[config.mk]
export PLATFORM = sky130hd
export DESIGN_NAME = spi_master_eth_flat
export DESIGN_NICKNAME = d
export VERILOG_FILES = /design/src/verilog/spi_byte_if.sv /design/src/verilog/spi_master_eth.sv /design/src/flat_wrapper.sv
export SDC_FILE = /design/constraint.sdc
export NUM_CORES = 1
export LEC_CHECK = 0
export ABC_AREA = 1
export BUFFER_PORTS_ARGS = -buffer_cell sky130_fd_sc_hd__clkbuf_2
export CORE_MARGIN = 2
export CORE_UTILIZATION = 43
export CTS_CLUSTER_DIAMETER = 80
export DETAILED_ROUTE_END_ITERATION = 8
export GPL_TIMING_DRIVEN = 0
export MAX_ROUTING_LAYER = met4
export PLACE_DENSITY = 0.74
export SYNTH_ARGS = -nofsm -noshare
export SYNTH_HDL_FRONTEND = slang
export SYNTH_SLANG_ARGS = --single-unit
[constraint.sdc]
create_clock -name clk -period 2.9 [get_ports clk]
set_input_delay 0.435 -clock clk [delete_from_list [all_inputs] [get_ports clk]]
set_output_delay 0.435 -clock clk [all_outputs]
set_load 0.01 [all_outputs]
[src/verilog/spi_byte_if.sv]
`timescale 1ns/1ps

interface spi_byte_if;
	logic       cs_ctrl; // low keeps chip select asserted.
	logic       wr_req;
	logic       wr_ack;
	logic [7:0] tx_byte;
	logic [7:0] rx_byte;

	modport master (
		output cs_ctrl,
		output wr_req,
		output tx_byte,
		input  wr_ack,
		input  rx_byte
	);

	modport slave (
		input  cs_ctrl,
		input  wr_req,
		input  tx_byte,
		output wr_ack,
		output rx_byte
	);
endinterface

[src/verilog/spi_master_eth.sv]
`timescale 1ns/1ps

module spi_master_eth (
	input  logic        clk,
	input  logic        rst_n,
	input  logic [15:0] i_clk_div,
	spi_byte_if.slave   spi,
	output logic        o_spi_cs,
	output logic        o_spi_sclk,
	output logic        o_spi_mosi,
	input  logic        i_spi_miso
);

	logic        busy;
	logic [15:0] div_cnt;
	logic [4:0]  edge_cnt; // sixteen sclk edges per byte.
	logic [7:0]  tx_sh;
	logic [7:0]  rx_sh;
	logic        tick;

	assign tick = busy && (div_cnt >= i_clk_div);
	assign o_spi_mosi = tx_sh[7]; // msb first.
	assign spi.rx_byte = rx_sh;

	always_ff @(posedge clk or negedge rst_n) begin
		if (!rst_n) begin
			busy <= 1'b0;
			div_cnt <= '0;
			edge_cnt <= '0;
			tx_sh <= 8'h00;
			o_spi_sclk <= 1'b0;
			o_spi_cs <= 1'b1;
			spi.wr_ack <= 1'b0;
		end else begin
			o_spi_cs <= spi.cs_ctrl;
			spi.wr_ack <= 1'b0;
			if (!busy) begin
				div_cnt <= '0;
				edge_cnt <= '0;
				if (spi.wr_req) begin
					busy <= 1'b1;
					tx_sh <= spi.tx_byte; // bit 7 out ahead of the first rise.
				end
			end else if (tick) begin
				div_cnt <= '0;
				o_spi_sclk <= !o_spi_sclk;
				edge_cnt <= edge_cnt + 1'b1;
				if (o_spi_sclk)
					tx_sh <= {tx_sh[6:0], 1'b0}; // falling edge.
				if (edge_cnt == 5'd15) begin
					busy <= 1'b0;
					spi.wr_ack <= 1'b1;
				end
			end else begin
				div_cnt <= div_cnt + 1'b1;
			end
		end
	end

	// miso sampled on the rising edge.
	always_ff @(posedge clk) begin
		if (tick && !o_spi_sclk)
			rx_sh <= {rx_sh[6:0], i_spi_miso};
	end

	a_req_when_idle: assert property (@(posedge clk) disable iff (!rst_n)
		spi.wr_req |-> !busy);

endmodule

[src/flat_wrapper.sv]
// flat-port wrapper written by rule: the top's interface ports become plain ports
module spi_master_eth_flat 
  (clk, rst_n, i_clk_div, o_spi_cs, o_spi_sclk, o_spi_mosi, i_spi_miso, spi_cs_ctrl, spi_wr_req, spi_tx_byte, spi_wr_ack, spi_rx_byte);
  spi_byte_if spi_i ();
  input  logic clk;
  input  logic rst_n;
  input  logic [15:0] i_clk_div;
  output logic o_spi_cs;
  output logic o_spi_sclk;
  output logic o_spi_mosi;
  input  logic i_spi_miso;
  input wire logic [$bits(spi_i.cs_ctrl)-1:0] spi_cs_ctrl;
  input wire logic [$bits(spi_i.wr_req)-1:0] spi_wr_req;
  input wire logic [$bits(spi_i.tx_byte)-1:0] spi_tx_byte;
  output wire logic [$bits(spi_i.wr_ack)-1:0] spi_wr_ack;
  output wire logic [$bits(spi_i.rx_byte)-1:0] spi_rx_byte;
  assign spi_i.cs_ctrl = spi_cs_ctrl;
  assign spi_i.wr_req = spi_wr_req;
  assign spi_i.tx_byte = spi_tx_byte;
  assign spi_wr_ack = spi_i.wr_ack;
  assign spi_rx_byte = spi_i.rx_byte;
  spi_master_eth u_core (.clk(clk), .rst_n(rst_n), .i_clk_div(i_clk_div), .spi(spi_i), .o_spi_cs(o_spi_cs), .o_spi_sclk(o_spi_sclk), .o_spi_mosi(o_spi_mosi), .i_spi_miso(i_spi_miso));
endmodule
==> qor.csv <==
stage,metric,value,unit
run_status,status,"finished, final reports clean",
clock_tree,later-pin clock latency in the skew report,0.30,ns
floorplanning,DIE AREA,6040,µm²
drt,Detail Route Antenna Nets,0,
power,VDD IR max,0.237,mV
global_routing,largest net degree at the start of global routing,34,
timing,Tcrit/Tclk final,73.3,%
clock_tree,Post-CTS Resized,0,
drt,DRC Markers,0,
timing,Tmin final,2.12,ns
drt,vias per cell,4.70,
placement,hpwl dp,3.35,mm
drt,DRT iter0 DRCs,54,
power,combinational power share,23.0,%
drt,first-pass iteration count of the detailed router,4,
floorplanning,Chip Height,77.7,µm
timing,Hold Slack,0.215,ns
timing,Fin Clk Skew,0.0101,ns
timing,Hold Fails Final Rpt,0,
power,sequential power share,51.0,%
worst_setup_path,crit path from,u_core.div_cnt[2]$_DFF_PN0_,
synthesis,Syn Std Cell Area,2340,µm²
synthesis,post-synth top area share,34.3,%
timing,Least-Margin Pin Slew,0.815,ns
drt,total number of vias,1872,
power,sw power,0.459,mW
layout,"commonest cells after routing, fill and taps aside","nand2_1 (87), clkbuf_2 (40), inv_1 (36), dfrtp_1 (32), nor2_1 (24)",
synthesis,"FF+latch count, synth",41,
job,number of max-cap violations,0,
floorplanning,Initial Util,45.2,%
synthesis,Yosys Warn Count,0,
clock_tree,CTS tree,built,
worst_setup_path,Worst path most repeated cell,nand2_1,
synthesis,largest area contributor in the netlist,dfrtp_1,
layout,layout cells sized above 1,21.6,%
global_routing,Tot GR Track Use,15.6,%
power,Leak,1.50,nW
power,Power Density,519,nW/µm²
clock_tree,CTS Buf Count,5,
floorplanning,Core Area,5170,µm²
synthesis,Mapped Avg Cell Area,8.34,µm²
worst_setup_path,flop2flop setup slack,0.78,ns
layout,n_diodes,0,
floorplanning,IO Count,41,
layout,"most common cell after layout, fill and taps aside",nand2_1,
worst_setup_path,Worst EP required,2.87,ns
global_routing,global-route wire length before repair,7.43,mm
worst_setup_path,"slowest stage delay, CP",0.44,ns
drt,WL per Instance,10.8,µm
worst_setup_path,startpoint types,flop,
clock_tree,htree depth,2,
timing,RSZ-0062 raised after global routing,no,
global_routing,GRT Residual Overflow,0,
clock_tree,Num Clock Sinks,41,
clock_tree,root buffer cell,clkbuf_8,
clock_tree,CTS max path bufs,2,
clock_tree,# Post-CTS Setup Buffers,0,
power,Net Sw Frac,32.7,%
layout,Area growth syn-to-layout,16.0,%
synthesis,sequential share of the synthesized area,45.7,%
timing,final setup TNS,0,ns
synthesis,Syn Nets,328,
power,P_int,0.947,mW
placement,GPL Wtd Cong,0.794,
worst_setup_path,FF-to-FF Start,u_core.div_cnt[2]$_DFF_PN0_,
floorplanning,row count,26,
worst_setup_path,CP max stage cell,dfrtp_1,
worst_setup_path,CP Cell Sequence,ha_1 -> nand2_1 -> nor2_1 -> nor2_1 -> nand2_1 -> nand2_1 -> nand2_1 -> nand2_1 -> nand2_1 -> nand3_1 -> inv_1,
global_routing,vias in the first global route,1800,
synthesis,Gate Count Post-Synth,280,
worst_setup_path,CP endpoint kind,flop,
synthesis,Cell variety after synth,35,
drt,final WL,4.31,mm
hold_path,worst min path class,in -> async,
timing,maximum clock rate,0.471,GHz
worst_setup_path,Critical Path Fanout Max,8,
layout,nets,375,
clock_tree,cts hold-fix bufs,0,
synthesis,Synth area leaders,"dfrtp_1 (34%), nand2_1 (14%), edfxtp_1 (10%)",
floorplanning,Horiz. Die Dim,77.7,µm
worst_setup_path,crit path kind,reg -> reg,
global_routing,initial antenna violation count,0,
clock_tree,"Reg clk slew, reported paths",0.08,ns
timing,Slew Limit Fails,0,
timing,Final setup viols,0,
worst_setup_path,Critical Path AT,2.09,ns
power,Clk network pwr share,26.1,%
timing,Worst slew margin,45.7,%
placement,input/output buffers,40,
-- cell families (layout without fill, tap and decap cells) --
group,count (synthesis),in the layout,share of synthesized area (%)
compound gates,17,17,4.61
xor+xnor,7,7,2.62
fa+ha+maj,19,19,10.2
buf+inv,43,91,7.23
flops,41,41,45.7
simple gates,153,153,29.7
-- worst max-delay path, delay by kind of cell (launching register included) --
family | cells | cell delay, ns
AND/OR/NAND/NOR | 9 | 0.77
flip-flops | 1 | 0.44
adder cells (fa/ha/maj) | 1 | 0.30
buffers and inverters | 1 | 0.28
-- per-layer routing --
layer / share of wire, % / global-route usage [%] / vias to the layer above
li1: - / - / 979
met1: 46 / 18.5 / 849
met2: 48 / 25.3 / 36
met3: 4.0 / 3.95 / 8
met4: 1.9 / 6.61 / 0
met5: 0 / - / -
-- power by group through the flow --
stage	Clock (mW)	Combinational [mW]	Sequential, mW
5_1_grt	0.406	0.378	0.727
6_report	0.366	0.323	0.716
3_5_place_dp	0	0.326	0.727
2_1_floorplan	0	0.248	0.710
4_1_cts	0.380	0.328	0.716
3_3_place_gp	0	0.308	0.726
-- Yosys cell counts --
cell      instances
o21a_1            2
dfrtp_1          32
buf_2             3
nand3_2           1
dfstp_2           1
ha_1             19
clkbuf_1          1
nor2_2            3
o21ai_0           3
o21bai_2          1
inv_2             1
or2_1             1
xor2_1            6
nor2_4            2
nand3_4           1
nand4_1           6
buf_4             1
a31oi_1           1
o21bai_1          1
nor3_1            3
nand2_2           5
inv_1            36
nor3_2            1
nand3_1          17
o21ai_2           1
nand2_1          87
o21ai_1           1
a21oi_1           6
xnor2_1           1
buf_1             1
nor2_1           24
nor3_4            1
a21oi_2           1
edfxtp_1          8
and3_1            1
-- final cells by class --
class / instances / area, µm²
fillers: 495 / 2460
multi-input cells: 196 / 1100
flip-flops and latches: 41 / 1070
repair buffers: 40 / 200
inverters: 37 / 139
well taps: 70 / 87.6
clock buffers: 5 / 68.8
plain buffers: 6 / 30.0
clock inverters: 3 / 17.5
-- sequential cells by signal, indices dropped and copies added, names as in the netlist --
signal              count
u_core.busy             1
u_core.spi.wr_ack       1
u_core.edge_cnt         5
u_core.div_cnt         16
u_core.o_spi_sclk       1
u_core.spi.rx_byte      8
u_core.o_spi_cs         1
u_core.tx_sh            8
-- metrics by stage --
stage	setup WS, ns	power, mW	std cells	area (µm²)	util, %
floorplan	1.01	0.959	280	2340	-
global placement	0.703	1.03	390	2620	50.7
detailed placement	0.664	1.05	390	2620	50.7
CTS	0.762	1.42	398	2710	52.4
global route	0.608	1.51	398	2710	52.4
finish	0.775	1.41	398	2710	52.4
-- path summary, 6_finish.rpt --
kind	endpoint	depth (start not counted)
worst max-delay path	u_core.spi.rx_byte[3]$_DFFE_PP_	11
worst min register to register	u_core.spi.rx_byte[4]$_DFFE_PP_	0
min in group clk	u_core.o_spi_cs$_DFF_PN1_	1
max in group asynchronous	u_core.tx_sh[3]$_DFFE_PN0P_	1
worst min-delay path	u_core.div_cnt[7]$_DFF_PN0_	1
worst max register to register	u_core.spi.rx_byte[3]$_DFFE_PP_	11
Note: power is estimated with default switching activity, not from simulation.
