$ cat src/verilog/w5500_reg_pkg.sv
package w5500_reg_pkg;

	// common register block.
	localparam logic [15:0] GAR0          = 16'h0001;
	localparam logic [15:0] SUBR0         = 16'h0005;
	localparam logic [15:0] SHAR0         = 16'h0009;
	localparam logic [15:0] SIPR0         = 16'h000F;
	localparam logic [15:0] RTR0          = 16'h0019;
	localparam logic [15:0] RCR           = 16'h001B;
	localparam logic [15:0] PHYCFGR       = 16'h002E;

	// socket n register block.
	localparam logic [15:0] SN_MR         = 16'h0000;
	localparam logic [15:0] SN_CR         = 16'h0001;
	localparam logic [15:0] SN_IR         = 16'h0002;
	localparam logic [15:0] SN_SR         = 16'h0003;
	localparam logic [15:0] SN_PORT0      = 16'h0004;
	localparam logic [15:0] SN_DIPR0      = 16'h000C;
	localparam logic [15:0] SN_DPORT0     = 16'h0010;
	localparam logic [15:0] SN_RXBUF_SIZE = 16'h001E;
	localparam logic [15:0] SN_TXBUF_SIZE = 16'h001F;
	localparam logic [15:0] SN_TX_FSR0    = 16'h0020;
	localparam logic [15:0] SN_TX_WR0     = 16'h0024;
	localparam logic [15:0] SN_RX_RSR0    = 16'h0026;
	localparam logic [15:0] SN_RX_RD0     = 16'h0028;
	localparam logic [15:0] SN_KPALVTR    = 16'h002F;

	localparam logic [1:0] BSB_COMMON   = 2'b00; // socket field is zero here.
	localparam logic [1:0] BSB_SOCK_REG = 2'b01;
	localparam logic [1:0] BSB_SOCK_TX  = 2'b10;
	localparam logic [1:0] BSB_SOCK_RX  = 2'b11;

	localparam int          CTRL_RWB_BIT = 2;
	localparam logic [1:0]  CTRL_OM      = 2'b00; // variable length data mode.

	localparam logic [15:0] LEN_U8   = 16'd1;
	localparam logic [15:0] LEN_U16  = 16'd2;
	localparam logic [15:0] LEN_IPV4 = 16'd4;
	localparam logic [15:0] LEN_MAC  = 16'd6;

endpackage

$ cat src/verilog/w5500_cmd_pkg.sv
package w5500_cmd_pkg;

	localparam int BUF_AW = 11;
	localparam int SIZE_W = 16;

	typedef enum logic [7:0] {
		GATEWAY        = 8'h01,
		NETMASK        = 8'h02,
		SMAC           = 8'h03,
		SIP            = 8'h04,
		PHY_STATE      = 8'h05,
		RETRY_TIME     = 8'h06,
		RETRY_COUNT    = 8'h07,
		SOCK_MODE      = 8'h10,
		SOCK_CMD       = 8'h11,
		SOCK_INT       = 8'h12,
		SOCK_STATE     = 8'h13,
		SOCK_SPORT     = 8'h14,
		SOCK_RBUF_SIZE = 8'h15,
		SOCK_TBUF_SIZE = 8'h16,
		SOCK_TX_FSIZE  = 8'h17,
		SOCK_TX_WPOINT = 8'h18,
		SOCK_RX_SIZE   = 8'h19,
		SOCK_RX_RPOINT = 8'h1A,
		SOCK_KEEPALIVE = 8'h1B,
		SOCK_DIP       = 8'h1C,
		SOCK_DPORT     = 8'h1D,
		SOCK_BUF       = 8'h20
	} w5500_cmd_e;

	typedef enum logic {
		RW_READ  = 1'b0,
		RW_WRITE = 1'b1
	} rw_e;

	typedef enum logic [3:0] {
		IDLE,
		CS_LOW,
		ADDR,
		ADDR_ACK,
		CTRL,
		CTRL_ACK,
		BYTE,
		BYTE_ACK,
		CS_HIGH
	} cmd_state_e;

endpackage

$ cat src/verilog/spi_byte_if.sv
`timescale 1ns/1ps

interface spi_byte_if;
	logic       cs_ctrl; // low keeps chip select asserted.
	logic       wr_req;
	logic       wr_ack;
	logic [7:0] tx_byte;
	logic [7:0] rx_byte;

	modport master (
		output cs_ctrl,
		output wr_req,
		output tx_byte,
		input  wr_ack,
		input  rx_byte
	);

	modport slave (
		input  cs_ctrl,
		input  wr_req,
		input  tx_byte,
		output wr_ack,
		output rx_byte
	);
endinterface

$ cat src/verilog/spi_w5500_cmd.sv
`timescale 1ns/1ps

module spi_w5500_cmd (
	input  logic                             clk,
	input  logic                             rst_n,
	input  logic [7:0]                       i_cmd,
	input  logic                             i_cmd_valid,
	input  logic [2:0]                       i_sock_num,
	input  logic                             i_rw,
	input  logic [15:0]                      i_addr,
	input  logic [w5500_cmd_pkg::SIZE_W-1:0] i_byte_size,
	output logic                             o_cmd_ack,
	output logic                             o_cmd_err,
	output logic [w5500_cmd_pkg::BUF_AW-1:0] o_buf_rd_addr,
	input  logic [7:0]                       i_buf_rd_data,
	output logic [7:0]                       o_data_out,
	output logic                             o_data_valid,
	spi_byte_if.master                       spi
);
	import w5500_cmd_pkg::*;
	import w5500_reg_pkg::*;

	cmd_state_e        state;
	cmd_state_e        next_state;

	w5500_cmd_e        r_cmd;
	logic [2:0]        r_sock;
	rw_e               r_rw;
	logic [15:0]       r_addr_in;
	logic [SIZE_W-1:0] r_size_in;

	logic [15:0]       dec_addr;
	logic [SIZE_W-1:0] dec_len;
	logic [1:0]        dec_bsb;
	logic [2:0]        dec_sock;
	rw_e               dec_rw;
	logic              dec_ok;

	logic [15:0]       r_addr;
	logic [7:0]        r_ctrl;
	logic [SIZE_W:0]   r_last; // index of the final frame byte.
	logic [SIZE_W:0]   byte_cnt;
	logic              r_err;
	logic              is_write;

	assign is_write = (r_ctrl[CTRL_RWB_BIT] == RW_WRITE);

	always_comb begin
		dec_addr = 16'h0000;
		dec_len = '0;
		dec_bsb = BSB_SOCK_REG;
		dec_rw = r_rw;
		dec_ok = 1'b1;
		case (r_cmd)
			GATEWAY:        {dec_bsb, dec_addr, dec_len} = {BSB_COMMON, GAR0, LEN_IPV4};
			NETMASK:        {dec_bsb, dec_addr, dec_len} = {BSB_COMMON, SUBR0, LEN_IPV4};
			SMAC:           {dec_bsb, dec_addr, dec_len} = {BSB_COMMON, SHAR0, LEN_MAC};
			SIP:            {dec_bsb, dec_addr, dec_len} = {BSB_COMMON, SIPR0, LEN_IPV4};
			PHY_STATE:      {dec_bsb, dec_addr, dec_len} = {BSB_COMMON, PHYCFGR, LEN_U8};
			RETRY_TIME:     {dec_bsb, dec_addr, dec_len} = {BSB_COMMON, RTR0, LEN_U16};
			RETRY_COUNT:    {dec_bsb, dec_addr, dec_len} = {BSB_COMMON, RCR, LEN_U8};
			SOCK_MODE:      {dec_addr, dec_len} = {SN_MR, LEN_U8};
			SOCK_CMD:       {dec_addr, dec_len} = {SN_CR, LEN_U8};
			SOCK_INT:       {dec_addr, dec_len} = {SN_IR, LEN_U8};
			SOCK_STATE:     {dec_addr, dec_len} = {SN_SR, LEN_U8};
			SOCK_SPORT:     {dec_addr, dec_len} = {SN_PORT0, LEN_U16};
			SOCK_RBUF_SIZE: {dec_addr, dec_len} = {SN_RXBUF_SIZE, LEN_U8};
			SOCK_TBUF_SIZE: {dec_addr, dec_len} = {SN_TXBUF_SIZE, LEN_U8};
			SOCK_TX_WPOINT: {dec_addr, dec_len} = {SN_TX_WR0, LEN_U16};
			SOCK_RX_RPOINT: {dec_addr, dec_len} = {SN_RX_RD0, LEN_U16};
			SOCK_KEEPALIVE: {dec_addr, dec_len} = {SN_KPALVTR, LEN_U8};
			SOCK_DIP:       {dec_addr, dec_len} = {SN_DIPR0, LEN_IPV4};
			SOCK_DPORT:     {dec_addr, dec_len} = {SN_DPORT0, LEN_U16};
			SOCK_TX_FSIZE: begin
				{dec_addr, dec_len} = {SN_TX_FSR0, LEN_U16};
				dec_rw = RW_READ; // read only register.
			end
			SOCK_RX_SIZE: begin
				{dec_addr, dec_len} = {SN_RX_RSR0, LEN_U16};
				dec_rw = RW_READ;
			end
			SOCK_BUF: begin
				{dec_addr, dec_len} = {r_addr_in, r_size_in};
				dec_bsb = (r_rw == RW_WRITE) ? BSB_SOCK_TX : BSB_SOCK_RX;
			end
			default: dec_ok = 1'b0;
		endcase
		dec_sock = (dec_bsb == BSB_COMMON) ? 3'd0 : r_sock;
	end

	always_comb begin
		next_state = state;
		case (state)
			IDLE:     if (i_cmd_valid) next_state = CS_LOW;
			CS_LOW:   next_state = dec_ok ? ADDR : CS_HIGH;
			ADDR:     next_state = ADDR_ACK;
			ADDR_ACK: if (spi.wr_ack) next_state = (byte_cnt == '0) ? ADDR : CTRL;
			CTRL:     next_state = CTRL_ACK;
			CTRL_ACK, BYTE_ACK: begin
				if (spi.wr_ack)
					next_state = (byte_cnt == r_last) ? CS_HIGH : BYTE;
			end
			BYTE:     next_state = BYTE_ACK;
			CS_HIGH:  next_state = IDLE;
			default:  next_state = IDLE;
		endcase
	end

	always_ff @(posedge clk or negedge rst_n) begin
		if (!rst_n) begin
			state <= IDLE;
			byte_cnt <= '0;
			r_err <= 1'b0;
			o_buf_rd_addr <= '0;
			spi.wr_req <= 1'b0;
			spi.cs_ctrl <= 1'b1;
			o_cmd_ack <= 1'b0;
			o_cmd_err <= 1'b0;
			o_data_valid <= 1'b0;
		end else begin
			state <= next_state;
			spi.wr_req <= (next_state inside {ADDR, CTRL, BYTE});
			spi.cs_ctrl <= (next_state inside {IDLE, CS_LOW, CS_HIGH});
			o_cmd_ack <= (state == CS_HIGH) && !r_err;
			o_cmd_err <= (state == CS_HIGH) && r_err;
			o_data_valid <= (state == BYTE_ACK) && spi.wr_ack && !is_write;
			if (state == IDLE)
				byte_cnt <= '0;
			else if (spi.wr_ack)
				byte_cnt <= byte_cnt + 1'b1;
			if (state == CS_LOW)
				r_err <= !dec_ok;
			if (state == IDLE)
				o_buf_rd_addr <= '0;
			else if (state == BYTE && is_write)
				o_buf_rd_addr <= o_buf_rd_addr + 1'b1; // byte already loaded.
		end
	end

	always_ff @(posedge clk) begin
		if (state == IDLE && i_cmd_valid) begin
			r_cmd <= w5500_cmd_e'(i_cmd);
			r_sock <= i_sock_num;
			r_rw <= rw_e'(i_rw);
			r_addr_in <= i_addr;
			r_size_in <= i_byte_size;
		end
		if (state == CS_LOW) begin
			r_addr <= dec_addr;
			r_ctrl <= {dec_sock, dec_bsb, dec_rw, CTRL_OM};
			r_last <= {1'b0, dec_len} + 2'd2;
		end
		if (next_state == ADDR)
			spi.tx_byte <= (state == CS_LOW) ? dec_addr[15:8] : r_addr[7:0];
		else if (next_state == CTRL)
			spi.tx_byte <= r_ctrl;
		else if (next_state == BYTE)
			spi.tx_byte <= is_write ? i_buf_rd_data : 8'h00;
		if (state == BYTE_ACK && spi.wr_ack)
			o_data_out <= spi.rx_byte;
	end

	// chip select held through every acknowledged byte.
	a_cs_frame: assert property (@(posedge clk) disable iff (!rst_n)
		spi.wr_ack |-> !spi.cs_ctrl);

	// an ack only lands while a byte is outstanding.
	a_ack_in_wait: assert property (@(posedge clk) disable iff (!rst_n)
		spi.wr_ack |-> (state inside {ADDR_ACK, CTRL_ACK, BYTE_ACK}));

	// an address byte needs all sixteen sclk edges before its ack.
	a_addr_ack_len: assert property (@(posedge clk) disable iff (!rst_n)
		$rose(state == ADDR_ACK) |-> (state == ADDR_ACK) [*16]);

endmodule

$ cat src/flat_wrapper.sv
// flat-port wrapper written by rule: the top's interface ports become plain ports
module spi_w5500_cmd_flat import w5500_cmd_pkg::*; import w5500_reg_pkg::*;
  (clk, rst_n, i_cmd, i_cmd_valid, i_sock_num, i_rw, i_addr, i_byte_size, o_cmd_ack, o_cmd_err, o_buf_rd_addr, i_buf_rd_data, o_data_out, o_data_valid, spi_cs_ctrl, spi_wr_req, spi_tx_byte, spi_wr_ack, spi_rx_byte);
  spi_byte_if spi_i ();
  input  logic clk;
  input  logic rst_n;
  input  logic [7:0] i_cmd;
  input  logic i_cmd_valid;
  input  logic [2:0] i_sock_num;
  input  logic i_rw;
  input  logic [15:0] i_addr;
  input  logic [w5500_cmd_pkg::SIZE_W-1:0] i_byte_size;
  output logic o_cmd_ack;
  output logic o_cmd_err;
  output logic [w5500_cmd_pkg::BUF_AW-1:0] o_buf_rd_addr;
  input  logic [7:0] i_buf_rd_data;
  output logic [7:0] o_data_out;
  output logic o_data_valid;
  output wire logic [$bits(spi_i.cs_ctrl)-1:0] spi_cs_ctrl;
  output wire logic [$bits(spi_i.wr_req)-1:0] spi_wr_req;
  output wire logic [$bits(spi_i.tx_byte)-1:0] spi_tx_byte;
  input wire logic [$bits(spi_i.wr_ack)-1:0] spi_wr_ack;
  input wire logic [$bits(spi_i.rx_byte)-1:0] spi_rx_byte;
  assign spi_cs_ctrl = spi_i.cs_ctrl;
  assign spi_wr_req = spi_i.wr_req;
  assign spi_tx_byte = spi_i.tx_byte;
  assign spi_i.wr_ack = spi_wr_ack;
  assign spi_i.rx_byte = spi_rx_byte;
  spi_w5500_cmd u_core (.clk(clk), .rst_n(rst_n), .i_cmd(i_cmd), .i_cmd_valid(i_cmd_valid), .i_sock_num(i_sock_num), .i_rw(i_rw), .i_addr(i_addr), .i_byte_size(i_byte_size), .o_cmd_ack(o_cmd_ack), .o_cmd_err(o_cmd_err), .o_buf_rd_addr(o_buf_rd_addr), .i_buf_rd_data(i_buf_rd_data), .o_data_out(o_data_out), .o_data_valid(o_data_valid), .spi(spi_i));
endmodule
$ cat config.mk
export PLATFORM = sky130hd
export DESIGN_NAME = spi_w5500_cmd_flat
export DESIGN_NICKNAME = d
export VERILOG_FILES = /design/src/verilog/w5500_reg_pkg.sv /design/src/verilog/w5500_cmd_pkg.sv /design/src/verilog/spi_byte_if.sv /design/src/verilog/spi_w5500_cmd.sv /design/src/flat_wrapper.sv
export SDC_FILE = /design/constraint.sdc
export NUM_CORES = 1
export LEC_CHECK = 0
export BUFFER_PORTS_ARGS = -buffer_cell sky130_fd_sc_hd__clkbuf_2
export CORE_UTILIZATION = 40
export DETAILED_ROUTE_END_ITERATION = 16
export SETUP_SLACK_MARGIN = 0.4
export SLEW_MARGIN = 20
export SYNTH_ARGS = -nofsm -noshare
export SYNTH_HDL_FRONTEND = slang
export SYNTH_SLANG_ARGS = --single-unit
$ cat constraint.sdc
create_clock -name clk -period 8.2 [get_ports clk]
set_input_delay 0.82 -clock clk [delete_from_list [all_inputs] [get_ports clk]]
set_output_delay 0.82 -clock clk [all_outputs]
set_load 0.01 [all_outputs]
==> key figures <==
Run status
  – Status: finished, final reports clean

Synthesis
  – Syn Area/Cell: 11.70 µm²
  – Synth Flop Type: edfxtp_1
  – Post-synth EDFFs: 91
  – Mux share of post-synthesis cell area: 0.02055
  – Seq/Total Area, Yosys: 0.6175
  – Async S/R FF share, synth: 0.2946
  – Post-synthesis compound-gate area fraction: 0.08807
  – Unique masters post-synth: 58
  – Post-Synth Adder-Cell Area: 0.008388
  – Main combinational cell family by area after synthesis: simple AND/OR/NAND/NOR gates
  – Cells after Synth: 510
  – Simple-Gate Fraction of Synth Area: 0.1707
  – Syn Nets: 578
  – #FFs+latches synth: 129
  – Ys Warns: 0
  – XOR/XNOR Fraction of Synth Area: 0.06752
  – Mapped cell area: 5967 µm²

Setup path
  – Slowest CP cell: a22oi_1
  – Setup CP Type: reg2reg
  – Worst R2R Setup Slack: 4960 ps
  – Worst Path Required: 8350 ps
  – Reg2Reg Launch Point: u_core.r_cmd[0]
  – Reg2Reg Depth: 9
  – Cells along the critical path: and2b_1, mux2_2, o2bb2ai_1, a22oi_1, inv_1, ha_1, nand3_1, xor2_1, nor2_1
  – Critical Path Source Type: flop
  – Worst-path fanout max: 15
  – Reg-to-reg endpoint: u_core.r_last[5]
  – Crit-path max cell delay: 780 ps
  – Arrival time worst endpoint: 3390 ps
  – Setup crit end kind: flop

Drt
  – First drt pass iteration count: 4
  – DRC: 0
  – Remaining antenna violation count after routing: 0
  – Starting DRT DRC Count: 228
  – Vias: 4,089
  – Average wire per standard cell: 14.87 µm
  – Vias per cell: 5.137
  – Final wirelength: 11.84 mm

Clock tree
  – Total CTS buffers: 17
  – Root Buffer: clkbuf_16
  – Clock Tree Buf Depth: 2
  – Clk pin slew, worst setup/hold paths: 50 ps
  – Post-CTS Setup Inserts: 0
  – H-tree depth: 4
  – Clock Latency Late Sink: 410 ps
  – Clock Sinks: 129
  – Post-CTS Hold Buffers: 0
  – Post-cts resize count: 0
  – CTS tree: done

Finish
  – Fin area: 7126 µm²
  – Fill cells: 1,338
  – Diodes inserted: 0
  – Share of cells above drive strength 1: 0.2124
  – Area Growth Syn to Fin: 19.42%
  – Reg area: 3685 µm²
  – Nets: 668
  – Multi-input gate area: 2127 µm²

Die
  – Die area: 15,410 µm²
  – Die H: 124.1 µm
  – Rows: 44
  – Starting density of the core: 0.4106
  – I/O pins: 96
  – Core area: 14,530 µm²
  – Die extent in x: 124.1 µm

Global routing
  – Initial antenna violation count: 0
  – Largest net degree at the start of global routing: 45
  – Vias in the first global route: 3,794
  – Global-route wire length before repair: 18.73 mm
  – Total gr overflow: 0
  – GRT Total Usage: 0.1632

Place
  – Setup WS pre-CTS: 4992 ps
  – Detail Placement HPWL: 8.370 mm
  – Port bufs: 95
  – Routability cong.: 0.8264
  – DP Area: 6566 µm²

Power
  – Cell Pwr Density: 306.5 nW/µm²
  – Leakage power: 0.002920 µW
  – Power consumption: 2184 µW
  – Max VDD drop: 0.0001600 V

Worst hold path
  – WHS Endpoint: u_core.o_cmd_ack
  – Hold Startpoint: u_core.r_err
  – Worst Hold Depth: 1
  – Class of the worst hold path: reg2reg

Flow run
  – Max_cap viols: 0

Timing
  – Final Skew: 6.871 ps
  – Max Fclk: 0.3090 GHz
  – Slew HR: 0.3166
  – Final hold vios: 0
  – # setup viols final: 0
  – RSZ-0062 raised after global routing: false
  – Fin. max-slew vios: 0
  – Least-Margin Pin Slew: 1025 ps
  – Post-route setup slack: 4964 ps
  – Min Clock Period, post-route: 3236 ps
  – Setup TNS: 0 ps
  – Fin crit share: 0.3946
## layout make-up
cell class / instances / area share
Tap cell: 184 / 0.03231
Sequential cell: 129 / 0.5171
Clock inverter: 9 / 0.01615
Multi-Input combinational cell: 346 / 0.2985
Timing Repair Buffer: 97 / 0.06883
Clock buffer: 22 / 0.06234
Inverter: 9 / 0.004741
## state kept, by name (all words and copies together) (netlist names), 6 cells and up
register,flops
u_core.byte_cnt,17
u_core.o_buf_rd_addr,11
u_core.o_data_out,8
u_core.r_addr,8
u_core.r_addr_in,16
u_core.r_cmd,8
u_core.r_ctrl,6
u_core.r_last,17
u_core.r_size_in,16
u_core.spi.tx_byte,8
## cell families (layout without fill, tap and decap cells)
group / count (synthesis) / in the layout
and+or+nand+nor: 197 / 197
DFF: 129 / 129
AOI/OAI and AO/OA: 87 / 87
xor gates and xnor gates: 46 / 46
buffers and inverters: 35 / 137
muxes: 12 / 12
adders and majority gates: 4 / 4
## cell usage after synthesis (3+ instances only)
cell	count	area, µm²
edfxtp_1	91	2733
nor2_1	45	168.9
nand2_1	44	165.2
dfrtp_1	37	925.9
a21oi_1	33	165.2
xor2_1	33	289.0
o21ai_0	24	120.1
and3_1	20	125.1
nand3_1	20	100.1
clkbuf_1	17	63.81
xnor2_1	13	113.9
mux2i_1	10	100.1
and2_1	9	56.30
nor3_1	9	45.04
or3_1	8	50.05
inv_1	7	26.28
nand4_1	7	43.79
nor4_1	7	43.79
o31ai_1	7	52.55
nand2b_1	6	37.54
or4_1	6	45.04
a22oi_1	4	30.03
buf_2	4	20.02
ha_1	4	50.05
buf_6	3	33.78
## per-stage QoR
step	std cells	utilization	hold WS, ps
after CTS	796	0.4903	480.7
after global routing	796	0.4903	504.4
after detailed placement	765	0.4518	473.1
after global placement	765	0.4518	467.8
final	796	0.4903	485.5
after floorplan	510	-	414.0
## power by group
part / leakage, µW / switching, µW / total (µW) / internal (µW)
logic: 0.00128 / 281 / 441 / 160
clock network: 0.000272 / 251 / 721 / 470
registers: 0.00137 / 117 / 1020 / 905
total: 0.00292 / 649 / 2180 / 1530
## placed cells by master, fill, tap and decap left out, types with 3 or more instances in the layout
cell,Yosys,routed
nand2_1,44,44
a22oi_1,4,4
inv_1,7,7
nand3_1,20,20
a21oi_1,33,33
o31ai_1,7,7
xor2_1,33,33
nand2b_1,6,6
or3_1,8,8
nand4_1,7,7
dfrtp_1,37,37
clkbuf_2,0,95
and3_1,20,20
bufinv_16,0,3
edfxtp_1,91,91
mux2i_1,10,10
and2_1,9,8
o21ai_0,24,24
clkbuf_16,0,17
nor4_1,7,6
nor2_1,45,45
xnor2_1,13,13
clkinv_1,1,5
ha_1,4,4
clkbuf_1,17,5
or4_1,6,6
nor3_1,9,9
## per-layer routing
| layer | global-route usage | share of wire |
|---|---|---|
| met2 | 0.2469 | 0.46 |
| met3 | 0.04991 | 0.047 |
| met5 | 0 | 0 |
| met4 | 0.05729 | 0.010 |
| met1 | 0.2211 | 0.48 |
## how the worst max path moves through the flow
stage	from	endpoint	cells past startpoint
floorplan	u_core.state[2]	u_core.r_addr_in[0]	4
global placement	u_core.r_cmd[1]	u_core.r_last[15]	10
detailed placement	u_core.r_cmd[0]	u_core.r_last[5]	9
CTS	u_core.r_cmd[0]	u_core.r_last[5]	9
global route	u_core.r_cmd[0]	u_core.r_last[5]	9
finish	u_core.r_cmd[0]	u_core.r_last[5]	9
## worst max-delay path: cells and delay by family (launching register included)
| family | cells | cell delay [ps] |
|---|---|---|
| multiplexers | 1 | 260 |
| AND/OR/NAND/NOR | 3 | 460 |
| XOR/XNOR | 1 | 160 |
| AO/OA/AOI/OAI | 2 | 900 |
| adder cells (fa/ha/maj) | 1 | 340 |
| flip-flops | 1 | 690 |
| buffers and inverters | 1 | 150 |
No activity file was read; power rests on OpenSTA's default activity.
